$ cat config.mk
export PLATFORM = sky130hd
export DESIGN_NAME = ret_core
export DESIGN_NICKNAME = d
export VERILOG_FILES = /design/src/common/cpu_pkg.sv /design/src/common/seq_pkg.sv /design/src/decode/ret_cc_decoder.sv /design/src/decode/step_sequencer.sv /design/src/fetch/opcode_latch.sv /design/src/stack/pc_sp_unit.sv /design/src/verilog/ret_core.sv
export SDC_FILE = /design/constraint.sdc
export NUM_CORES = 2
export LEC_CHECK = 0
export BUFFER_PORTS_ARGS = -buffer_cell sky130_fd_sc_hd__buf_2
export CORE_UTILIZATION = 29
export CTS_BUF_LIST = sky130_fd_sc_hd__clkbuf_4 sky130_fd_sc_hd__clkbuf_8
export CTS_CLUSTER_DIAMETER = 60
export DETAILED_ROUTE_END_ITERATION = 7
export GPL_TIMING_DRIVEN = 1
export PLACE_DENSITY = 0.52
export SETUP_SLACK_MARGIN = 0.02
export SLEW_MARGIN = 10
export SYNTH_ARGS = -nofsm -noshare
export SYNTH_HDL_FRONTEND = slang
export SYNTH_SLANG_ARGS = --single-unit
$ cat constraint.sdc
create_clock -name clk -period 3.45 [get_ports clk]
set_clock_uncertainty 0.15 [all_clocks]
set_input_delay 0.69 -clock clk [delete_from_list [all_inputs] [get_ports clk]]
set_output_delay 0.69 -clock clk [all_outputs]
set_load 0.01 [all_outputs]
$ cat src/common/cpu_pkg.sv
// opcode views, flag positions and stack constants for the RET cc path.
// only the 11ccc000 family is described here.
`default_nettype none

package cpu_pkg;

    // ############################################################
    // opcode byte
    // ############################################################

    typedef struct packed {
        logic [1:0] x;
        logic [2:0] y;
        logic [2:0] z;
    } opcode_fields_t;

    typedef struct packed {
        logic [1:0] prefix;
        logic [1:0] cc_group;   // opcode bit 5, then bit 4.
        logic       cc_sense;   // opcode bit 3.
        logic [2:0] low;
    } opcode_cond_t;

    typedef union packed {
        opcode_fields_t f;
        opcode_cond_t   c;
    } opcode_u;

    localparam logic [1:0] OP_X_RETCC = 2'd3;
    localparam logic [2:0] OP_Z_RETCC = 3'd0;

    // flag bit positions in the 4-bit flags word.
    localparam int FLAG_Z  = 0;
    localparam int FLAG_C  = 1;
    localparam int FLAG_PV = 2;
    localparam int FLAG_S  = 3;

    // cc_group encodings.
    localparam logic [1:0] CC_GROUP_Z  = 2'd0;
    localparam logic [1:0] CC_GROUP_C  = 2'd1;
    localparam logic [1:0] CC_GROUP_PV = 2'd2;
    localparam logic [1:0] CC_GROUP_S  = 2'd3;

    // stack.
    localparam logic [15:0] SP_RESET    = 16'h0100;
    localparam logic [15:0] PC_RESET    = 16'h0000;
    localparam int          STACK_DEPTH = 256;
    localparam int          STACK_AW    = $clog2(STACK_DEPTH);

endpackage

`default_nettype wire

$ cat src/common/seq_pkg.sv
// step numbers of the RET cc sequence.
`default_nettype none

package seq_pkg;

    localparam int XPT_W = 4;

    // ############################################################
    // step numbers
    // ############################################################

    localparam logic [XPT_W-1:0] XPT_IDLE  = 4'd0;
    localparam logic [XPT_W-1:0] XPT_FIRST = 4'd4;   // condition check.

    // low byte group.
    localparam logic [XPT_W-1:0] XPT_LOW_ADDR  = 4'd5;
    localparam logic [XPT_W-1:0] XPT_LOW_READ  = 4'd6;
    localparam logic [XPT_W-1:0] XPT_LOW_WRITE = 4'd7;

    // high byte group.
    localparam logic [XPT_W-1:0] XPT_HIGH_ADDR  = 4'd8;
    localparam logic [XPT_W-1:0] XPT_HIGH_READ  = 4'd9;
    localparam logic [XPT_W-1:0] XPT_HIGH_WRITE = 4'd10;

    localparam logic [XPT_W-1:0] XPT_LAST = XPT_HIGH_WRITE;

endpackage

`default_nettype wire

$ cat src/decode/ret_cc_decoder.sv
// combinational RET cc decode; all strobes are low while the sequencer is idle.
`timescale 1ns/1ps
`default_nettype none

module ret_cc_decoder
    import cpu_pkg::*;
    import seq_pkg::*;
(
    input  wire              active,
    input  wire  [XPT_W-1:0] xpt,
    input  wire  opcode_u    held_op,
    input  wire        [3:0] held_flags,
    output logic             reset_xpt,
    output logic             select_sp,
    output logic       [2:0] read_phase,
    output logic             inc_sp,
    output logic             write_pc_low,
    output logic             write_pc_high
);

    logic [XPT_LAST:XPT_FIRST] step;    // one-hot step decode.
    logic                      flag_zc;
    logic                      flag_pvs;
    logic                      flag_sel;
    logic                      cc_true;
    logic                      cancel;

    // ############################################################
    // XPT
    // ############################################################

    always_comb begin
        for (int i = XPT_FIRST; i <= XPT_LAST; i++) begin
            step[i] = active && (xpt == XPT_W'(i));
        end
    end

    // ############################################################
    // condition
    // ############################################################

    // first stage on opcode bit 4.
    assign flag_zc = (held_op.c.cc_group[0] == CC_GROUP_C[0]) ?
                     held_flags[FLAG_C] : held_flags[FLAG_Z];
    assign flag_pvs = (held_op.c.cc_group[0] == CC_GROUP_S[0]) ?
                      held_flags[FLAG_S] : held_flags[FLAG_PV];

    // second stage on opcode bit 5.
    assign flag_sel = (held_op.c.cc_group[1] == CC_GROUP_Z[1]) ? flag_zc : flag_pvs;

    assign cc_true = (flag_sel == held_op.c.cc_sense);
    assign cancel  = step[XPT_FIRST] && !cc_true;

    // ############################################################
    // strobes
    // ############################################################

    assign reset_xpt = cancel || step[XPT_LAST];   // cancel or 10.

    assign select_sp = |step[XPT_LAST:XPT_LOW_ADDR];   // 5 to 10.

    assign read_phase[0] = step[XPT_LOW_ADDR]  || step[XPT_HIGH_ADDR];  // 5 or 8.
    assign read_phase[1] = step[XPT_LOW_READ]  || step[XPT_HIGH_READ];  // 6 or 9.
    assign read_phase[2] = step[XPT_LOW_WRITE] || step[XPT_HIGH_WRITE]; // 7 or 10.

    assign inc_sp = read_phase[2];

    assign write_pc_low  = step[XPT_LOW_WRITE];
    assign write_pc_high = step[XPT_HIGH_WRITE];

endmodule

`default_nettype wire

$ cat src/decode/step_sequencer.sv
// XPT counter; loads the first step on start and stops on reset_xpt.
`timescale 1ns/1ps
`default_nettype none

module step_sequencer
    import seq_pkg::*;
(
    input  wire              clk,
    input  wire              rst_n,
    input  wire              start,
    input  wire              reset_xpt,
    output logic [XPT_W-1:0] xpt,
    output logic             active
);

    logic [XPT_W-1:0] xpt_next;
    logic             active_next;

    // ############################################################
    // next step
    // ############################################################

    always_comb begin
        xpt_next    = xpt;
        active_next = active;
        if (reset_xpt) begin
            xpt_next    = XPT_IDLE;  // cancel or finish.
            active_next = 1'b0;
        end else if (start) begin
            xpt_next    = XPT_FIRST;
            active_next = 1'b1;
        end else if (active) begin
            xpt_next = xpt + 1'b1;
        end
    end

    always_ff @(posedge clk or negedge rst_n) begin
        if (!rst_n) begin
            xpt    <= XPT_IDLE;
            active <= 1'b0;
        end else begin
            xpt    <= xpt_next;
            active <= active_next;
        end
    end

    // the decoder must end the sequence at the last step.
    a_xpt_in_range: assert property (@(posedge clk) disable iff (!rst_n)
        xpt <= XPT_LAST);

endmodule

`default_nettype wire

$ cat src/fetch/opcode_latch.sv
// accepts only 11ccc000 bytes, and only while idle; other strobes are dropped.
`timescale 1ns/1ps
`default_nettype none

module opcode_latch
    import cpu_pkg::*;
(
    input  wire          clk,
    input  wire          rst_n,
    input  wire          op_strobe,
    input  wire    [7:0] opcode,
    input  wire    [3:0] flags,
    input  wire          reset_xpt,
    output logic         start,
    output logic         busy,
    output opcode_u      held_op,
    output logic   [3:0] held_flags
);

    opcode_u op_in;
    logic    is_retcc;
    logic    accept;

    assign op_in = opcode;

    // x = 3 and z = 0.
    assign is_retcc = (op_in.f.x == OP_X_RETCC) && (op_in.f.z == OP_Z_RETCC);
    assign accept   = op_strobe && !busy && is_retcc;

    // ############################################################
    // control
    // ############################################################

    always_ff @(posedge clk or negedge rst_n) begin
        if (!rst_n) begin
            start <= 1'b0;
            busy  <= 1'b0;
        end else begin
            start <= accept;
            if (accept) begin
                busy <= 1'b1;
            end else if (reset_xpt) begin
                busy <= 1'b0; // instruction ends.
            end
        end
    end

    // held for the whole instruction.
    always_ff @(posedge clk) begin
        if (accept) begin
            held_op    <= op_in;
            held_flags <= flags;
        end
    end

    a_start_from_idle: assert property (@(posedge clk) disable iff (!rst_n)
        start |-> $rose(busy));

endmodule

`default_nettype wire

$ cat src/stack/pc_sp_unit.sv
// stack RAM addressed by SP[7:0]; a push writes two bytes in one cycle.
// pushes arriving while busy are dropped.
`timescale 1ns/1ps
`default_nettype none

module pc_sp_unit
    import cpu_pkg::*;
(
    input  wire         clk,
    input  wire         rst_n,
    input  wire         push_strobe,
    input  wire  [15:0] push_data,
    input  wire         busy,
    input  wire         select_sp,
    input  wire   [2:0] read_phase,
    input  wire         inc_sp,
    input  wire         write_pc_low,
    input  wire         write_pc_high,
    input  wire         reset_xpt,
    output logic [15:0] pc,
    output logic [15:0] sp,
    output logic        done,
    output logic        taken
);

    logic [7:0]          stack_ram [STACK_DEPTH];
    logic [STACK_AW-1:0] rd_addr;
    logic [7:0]          rd_data;
    logic                push_ok;
    logic [STACK_AW-1:0] push_hi_addr;
    logic [STACK_AW-1:0] push_lo_addr;

    assign push_ok      = push_strobe && !busy;
    assign push_hi_addr = sp[STACK_AW-1:0] - STACK_AW'(1);
    assign push_lo_addr = sp[STACK_AW-1:0] - STACK_AW'(2);

    // ############################################################
    // stack RAM
    // ############################################################

    always_ff @(posedge clk) begin
        if (push_ok) begin
            stack_ram[push_hi_addr] <= push_data[15:8];
            stack_ram[push_lo_addr] <= push_data[7:0];
        end
        if (select_sp && read_phase[0]) begin
            rd_addr <= sp[STACK_AW-1:0];    // address phase.
        end
        if (read_phase[1]) begin
            rd_data <= stack_ram[rd_addr];
        end
    end

    // ############################################################
    // SP and PC
    // ############################################################

    always_ff @(posedge clk or negedge rst_n) begin
        if (!rst_n) begin
            sp <= SP_RESET;
            pc <= PC_RESET;
        end else begin
            if (push_ok) begin
                sp <= sp - 16'd2;
            end else if (inc_sp) begin
                sp <= sp + 16'd1;
            end
            if (write_pc_low) begin
                pc[7:0] <= rd_data;
            end
            if (write_pc_high) begin
                pc[15:8] <= rd_data;
            end
        end
    end

    // finish at step 10 means the return was taken.
    always_ff @(posedge clk or negedge rst_n) begin
        if (!rst_n) begin
            done  <= 1'b0;
            taken <= 1'b0;
        end else begin
            done  <= reset_xpt;
            taken <= reset_xpt && write_pc_high;
        end
    end

    // sp moves only in the third read phase, after the byte is read.
    a_inc_with_sp: assert property (@(posedge clk) disable iff (!rst_n)
        inc_sp |-> select_sp && read_phase[2]);

endmodule

`default_nettype wire

$ cat src/verilog/ret_core.sv
// RET cc core; push stands in for CALL, no program memory fetch.
`timescale 1ns/1ps
`default_nettype none

module ret_core
    import cpu_pkg::*;
    import seq_pkg::*;
(
    input  wire         clk,
    input  wire         rst_n,
    input  wire         op_strobe,
    input  wire   [7:0] opcode,
    input  wire   [3:0] flags,
    input  wire         push_strobe,
    input  wire  [15:0] push_data,
    output logic [15:0] pc,
    output logic [15:0] sp,
    output logic        busy,
    output logic        done,
    output logic        taken
);

    logic             start;
    opcode_u          held_op;
    logic       [3:0] held_flags;
    logic [XPT_W-1:0] xpt;
    logic             active;
    logic             reset_xpt;
    logic             select_sp;
    logic       [2:0] read_phase;
    logic             inc_sp;
    logic             write_pc_low;
    logic             write_pc_high;

    // ############################################################
    // input side
    // ############################################################

    opcode_latch opcode_latch_inst (
        .clk        (clk),
        .rst_n      (rst_n),
        .op_strobe  (op_strobe),
        .opcode     (opcode),
        .flags      (flags),
        .reset_xpt  (reset_xpt),
        .start      (start),
        .busy       (busy),
        .held_op    (held_op),
        .held_flags (held_flags)
    );

    // ############################################################
    // processing
    // ############################################################

    step_sequencer step_sequencer_inst (
        .clk       (clk),
        .rst_n     (rst_n),
        .start     (start),
        .reset_xpt (reset_xpt),
        .xpt       (xpt),
        .active    (active)
    );

    ret_cc_decoder ret_cc_decoder_inst (
        .active        (active),
        .xpt           (xpt),
        .held_op       (held_op),
        .held_flags    (held_flags),
        .reset_xpt     (reset_xpt),
        .select_sp     (select_sp),
        .read_phase    (read_phase),
        .inc_sp        (inc_sp),
        .write_pc_low  (write_pc_low),
        .write_pc_high (write_pc_high)
    );

    // ############################################################
    // output side
    // ############################################################

    pc_sp_unit pc_sp_unit_inst (
        .clk           (clk),
        .rst_n         (rst_n),
        .push_strobe   (push_strobe),
        .push_data     (push_data),
        .busy          (busy),
        .select_sp     (select_sp),
        .read_phase    (read_phase),
        .inc_sp        (inc_sp),
        .write_pc_low  (write_pc_low),
        .write_pc_high (write_pc_high),
        .reset_xpt     (reset_xpt),
        .pc            (pc),
        .sp            (sp),
        .done          (done),
        .taken         (taken)
    );

endmodule

`default_nettype wire
## After elaboration in Yosys (flattened, before gate mapping)

Memories as Yosys holds them, arrays and structs flattened. A register that Yosys moved wholly into a read port is not among the register bits.
Index checks and enable logic that the tools add are counted.

- Register bits: 59
- Bits in writable memories: 2,048
- Output and inout bits: 35
- Memories kept: 1

Memories:

| memory | words | width | read ports | clocked after Yosys merged registers in | write ports | RTL line | text |
|---|---|---|---|---|---|---|---|
| pc_sp_unit_inst.stack_ram | 256 | 8 | 1 | 1 | 2 | pc_sp_unit.sv:26 | `logic [7:0] stack_ram [STACK_DEPTH];` |

- Add/sub/neg operators: 5
- Equal/unequal tests: 9
- Muxes and demuxes: 14
- Reduce and logical (&&, ||, !) cells: 26

Operators by type and width:

| kind | count |
|---|---|
| 2-to-1 mux 16 bit | 2 |
| adder 16 x 1 -> 16 bit, second input constant | 1 |
| == test 4 x 3 -> 1 bit, second input constant | 4 |
| subtractor 16 x 2 -> 16 bit, second input constant | 1 |
| logical AND 1 bit | 14 |
| == test 4 bit, second input constant | 3 |
| 2-to-1 mux 4 bit | 3 |
| 2-to-1 mux 1 bit | 9 |
| subtractor 8 x 1 -> 8 bit, second input constant | 1 |
| subtractor 8 x 2 -> 8 bit, second input constant | 1 |
| nonzero test 2 bit | 3 |
| OR reduction 6 bit | 1 |
| adder 4 x 1 -> 4 bit, second input constant | 1 |
| logical OR 1 bit | 4 |
| logical NOT 3 bit | 1 |
| nonzero test 3 bit | 1 |
| == test 2 bit, second input constant | 1 |
| logical NOT 1 bit | 2 |
| == test 1 bit | 1 |

## Depth between registers and ports, before layout

- Depth in word-level cells: 8
- Depth in mapped cells: 11
- Depth with buffers taken out: 8

## Hierarchy

From an unflattened synthesis, not the netlist that was laid out.

- Cell total of the unflattened synthesis: 6,929
- Area, all modules: 110,358.3 µm²

Modules (own cells, without submodules):

| module | times used | cells an instance | area an instance (µm²) | sequential area each (µm²) |
|---|---|---|---|---|
| pc_sp_unit | 1 | 6,866 | 109,510.0 | 62,831.5 |
| opcode_latch | 1 | 19 | 450.4 | 410.4 |
| step_sequencer | 1 | 20 | 232.7 | 125.1 |
| ret_cc_decoder | 1 | 24 | 165.2 | 0.0 |

## Worst setup path after synthesis

OpenSTA, ideal clock, no wires.

- Kind: register to register
- Start: register pc_sp_unit_inst.sp[1]
- End: memory pc_sp_unit_inst.stack_ram[116][0] (enable)
- Arrival: 3.026 ns
- Required time: 2.916 ns
- Slack: -0.110 ns
- Stages on the path, launching flop included: 9
- Path buffers: 1
- Cell sequence: dfrtp_1 > inv_1 > ha_1 > a21boi_0 > nand2_1 > xor2_1 > nand3_1 > clkbuf_1 > o21ai_0

RTL lines:

| item | RTL line | text |
|---|---|---|
| start: declaration | pc_sp_unit.sv:21 | `output logic [15:0] sp,` |
| start signal: assignment | pc_sp_unit.sv:64 | `sp <= sp - 16'd2;` |
| start signal: assignment | pc_sp_unit.sv:66 | `sp <= sp + 16'd1;` |
| end: declaration | pc_sp_unit.sv:26 |  |

==> flow_metrics.py <==
metrics = {
    "die": {
        "start_util": 0.2915,
        "die-area_sq_um": 379900,
        "die_h_microns": 616.4,
        "rows": 225,
        "core-area_sq_um": 375500,
        "die_w_microns": 616.4,
        "boundaryPins": 67,
    },
    "sta": {
        "grt_setup_unrepaired": "true",
        "tightest_slew_ps": 1069,
        "maxSlewHeadroom": 0.2873,
        "clock.fmax_ghz": 0.2918,
        "fin_crit_sh": 0.9933,
        "slew_violations": 0,
        "layout_min_cycle_time_ps": 3427,
        "finalSetupViolCount": 0,
        "final-hold-violation-count": 0,
    },
    "logic_synthesis": {
        "yosysSeqAreaShare": 0.5775,
        "synth.net_count": 6942,
        "synthesis.area_sq_um": 109500,
        "synthFlopType": "edfxtp_1",
        "synth_area_per_cell_sq_um": 15.87,
        "syn_inst": 6897,
        "synth_edf_count": 2071,
        "ys_types": 72,
        "ys_warn_count": 0,
        "async_flop_share": 0.01941,
        "synth-seq-cells": 2112,
    },
    "flow_run": {
        "maxCapViolations": 0,
    },
    "worst_setup_path": {
        "arrival_ps": 4100,
        "ff2ff_setup_slack_ps": 20,
        "cp_max_fo": 26,
        "cp.required_ps": 4120,
        "path_class": "reg2reg",
        "rr_worst_depth": 10,
        "startpoint_type": "register",
        "r2r_end": "pc_sp_unit_inst.rd_data[2]",
        "reg2reg_from": "pc_sp_unit_inst.rd_addr[0]",
        "critPathCaptureType": "register",
    },
    "final_layout": {
        "area_growth_pct": 17.80,
        "final_common_cell": "edfxtp_1",
        "design_area_sq_um": 129000,
        "drive_gt1_frac": 0.5464,
        "final_nets": 7483,
        "n_fill_cell": 36170,
        "seq_area_sq_um": 63220,
        "multiInputGateArea_sq_um": 43680,
        "final_cell_mix": "2071 x edfxtp_1, 2042 x mux2_2, 694 x buf_4",
    },
    "global_route": {
        "grt_usage": 0.1991,
        "antenna_found_initial": 21,
        "grt_overflow": 0,
        "grt_pass1_wl_mm": 545.9,
        "grt_pass1_vias": 69860,
        "grt_max_degree": 91,
    },
    "route": {
        "num_vias": 69120,
        "drtAntennaViolNets": 0,
        "wl_per_cell_microns": 30.61,
        "firstDrtPassIters": 5,
        "wl_mm": 389.8,
        "via_per_inst": 5.427,
        "drc": 0,
        "drt_iter0_drc": 7900,
    },
    "place": {
        "io_buffers": 66,
        "place_area_sq_um": 121100,
        "dp_hpwl_mm": 253.1,
        "gp_congestion": 0.9101,
    },
    "min_path": {
        "hold_path_class": "in2reg",
        "holdPathStages": 2,
        "min_from": "push_data[11]",
        "worstHoldEndpoint": "pc_sp_unit_inst.stack_ram[190][3]",
    },
    "pwr": {
        "p_leak_uw": 0.04241,
        "powerDensity_nw_per_um2": 423.7,
        "power_uw": 54650,
        "ir_drop_v": 0.0002888,
    },
    "clock_network": {
        "clock_path_buffers": 4,
        "h-tree-depth": 5,
        "post-cts-setup-buffer-count": 0,
        "path_clk_slew_ps": 60,
        "tritoncts": "built",
        "cts_root_buf": "clkbuf_8",
        "clock_sinks": 2112,
        "cts-buffers-inserted": 384,
        "clkLatencyLatePin_ps": 1120,
    },
    "status": {
        "status": "finished clean",
    },
}
[how the worst max path moves through the flow]
stage / startpoint / to
after floorplan: pc_sp_unit_inst.sp[1] / pc_sp_unit_inst.stack_ram[116][0]
after global placement: pc_sp_unit_inst.rd_addr[0] / pc_sp_unit_inst.rd_data[1]
after detailed placement: pc_sp_unit_inst.rd_addr[0] / pc_sp_unit_inst.rd_data[1]
after CTS: pc_sp_unit_inst.rd_addr[0] / pc_sp_unit_inst.rd_data[1]
after global routing: pc_sp_unit_inst.sp[1] / pc_sp_unit_inst.stack_ram[75][3]
final: pc_sp_unit_inst.rd_addr[0] / pc_sp_unit_inst.rd_data[2]
[final cells by class]
| cell class | count | area share |
|---|---|---|
| well taps | 4994 | 0.04845 |
| repair buffers | 897 | 0.06474 |
| clock inverters | 174 | 0.008965 |
| flip-flops and latches | 2112 | 0.4902 |
| inverters | 10 | 0.0002911 |
| clock buffers | 508 | 0.04849 |
| multi-input cells | 4033 | 0.3387 |
| diodes | 9 | 0.0001746 |
[power breakdown]
part / leakage, uW / internal (uW) / switching [uW]
registers: 0.0191 / 28200 / 8.92
logic: 0.0193 / 1120 / 1600
clock network: 0.00392 / 12500 / 11300
total: 0.0424 / 41700 / 12900
[kinds of logic (layout without fill, tap and decap cells)]
logic type      after synthesis  after routing  share of synthesized area
mux                        2654           2654                     0.3180
flops                      2112           2112                     0.5775
buf+inv                     752           1589                    0.02777
compound gates              697            697                    0.04037
simple gates                631            631                    0.03141
xor+xnor                     38             38                   0.003520
fa+ha+maj                    13             13                   0.001486
other cells                   0              9                          0
[cells in the mapped netlist (9+ instances only)]
library cell | instances | area share
and3_1 | 11 | 0.00063
a21oi_1 | 82 | 0.0037
a221oi_1 | 12 | 0.00096
nor2_1 | 63 | 0.0022
xor2_1 | 13 | 0.0010
o22ai_1 | 94 | 0.0054
a22o_1 | 17 | 0.0014
a22oi_1 | 155 | 0.011
clkbuf_1 | 590 | 0.020
a211oi_1 | 17 | 0.0012
buf_1 | 39 | 0.0013
dfrtp_1 | 40 | 0.0091
nand2_1 | 238 | 0.0082
xnor2_1 | 21 | 0.0017
mux2i_1 | 125 | 0.011
edfxtp_1 | 2071 | 0.57
nor2_4 | 40 | 0.0041
o21ai_0 | 233 | 0.011
buf_2 | 84 | 0.0038
nand4_1 | 9 | 0.00051
ha_1 | 13 | 0.0015
o221ai_1 | 31 | 0.0025
buf_4 | 28 | 0.0019
nor2_2 | 32 | 0.0018
mux4_2 | 451 | 0.093
nor3_1 | 22 | 0.0010
mux2_2 | 2042 | 0.21
nand3_1 | 55 | 0.0025
mux2_1 | 36 | 0.0037
nand2b_1 | 12 | 0.00069
nand2_2 | 63 | 0.0036
inv_1 | 9 | 0.00031
nor2b_1 | 20 | 0.0011
a31oi_1 | 10 | 0.00057
nor3_2 | 14 | 0.0013
[timing repair]
item,in CTS,in global routing
hold endpoints to repair,82,0
cloned,0,1
gates resized for setup,8,63
pin swaps,0,2
setup endpoints to repair,4,393
hold buffers,12,0
[per-stage QoR]
stage	worst slack, ps	setup TNS, ps	utilization	instances	hold WS, ps
floorplan	-109.7	-18200	-	6897	244.4
global placement	-217.6	-513.9	0.3225	12030	305.5
detailed placement	-296.7	-572.1	0.3225	12030	307.5
CTS	-1.639	-1.639	0.3427	12730	25.42
global route	-97.77	-1576	0.3434	12730	101.8
finish	23.21	0	0.3434	12740	108.9
[state kept, by name (all words and copies together), names as in the netlist, 3 cells and up]
name / count
pc_sp_unit_inst.rd_data: 8
pc_sp_unit_inst.stack_ram: 2048
pc_sp_unit_inst.rd_addr: 8
opcode_latch_inst.held_flags: 4
step_sequencer_inst.xpt: 4
pc_sp_unit_inst.pc: 16
pc_sp_unit_inst.sp: 16
opcode_latch_inst.held_op: 3
[critical path, stage by stage (launching register included)]
cell and delay (ps):
edfxtp_1 400, buf_4 200, buf_12 190, buf_12 270, mux4_2 580, mux2i_2 300, a21oi_1 120, a211o_1 340
nor2_2 360, buf_4 180, nor4b_1 50
[routing by layer]
layer  track usage  part of all wire  routed length, microns  up-vias
met2        0.3140              0.46                  179800     3067
li1              -                 -                       -    28660
met3       0.03549             0.078                   30440      647
met5      0.001768          0.000054                      21        -
met1        0.2720              0.42                  164300    36740
met4       0.07599             0.039                   15230        4
No activity file was read; power rests on OpenSTA's default activity.
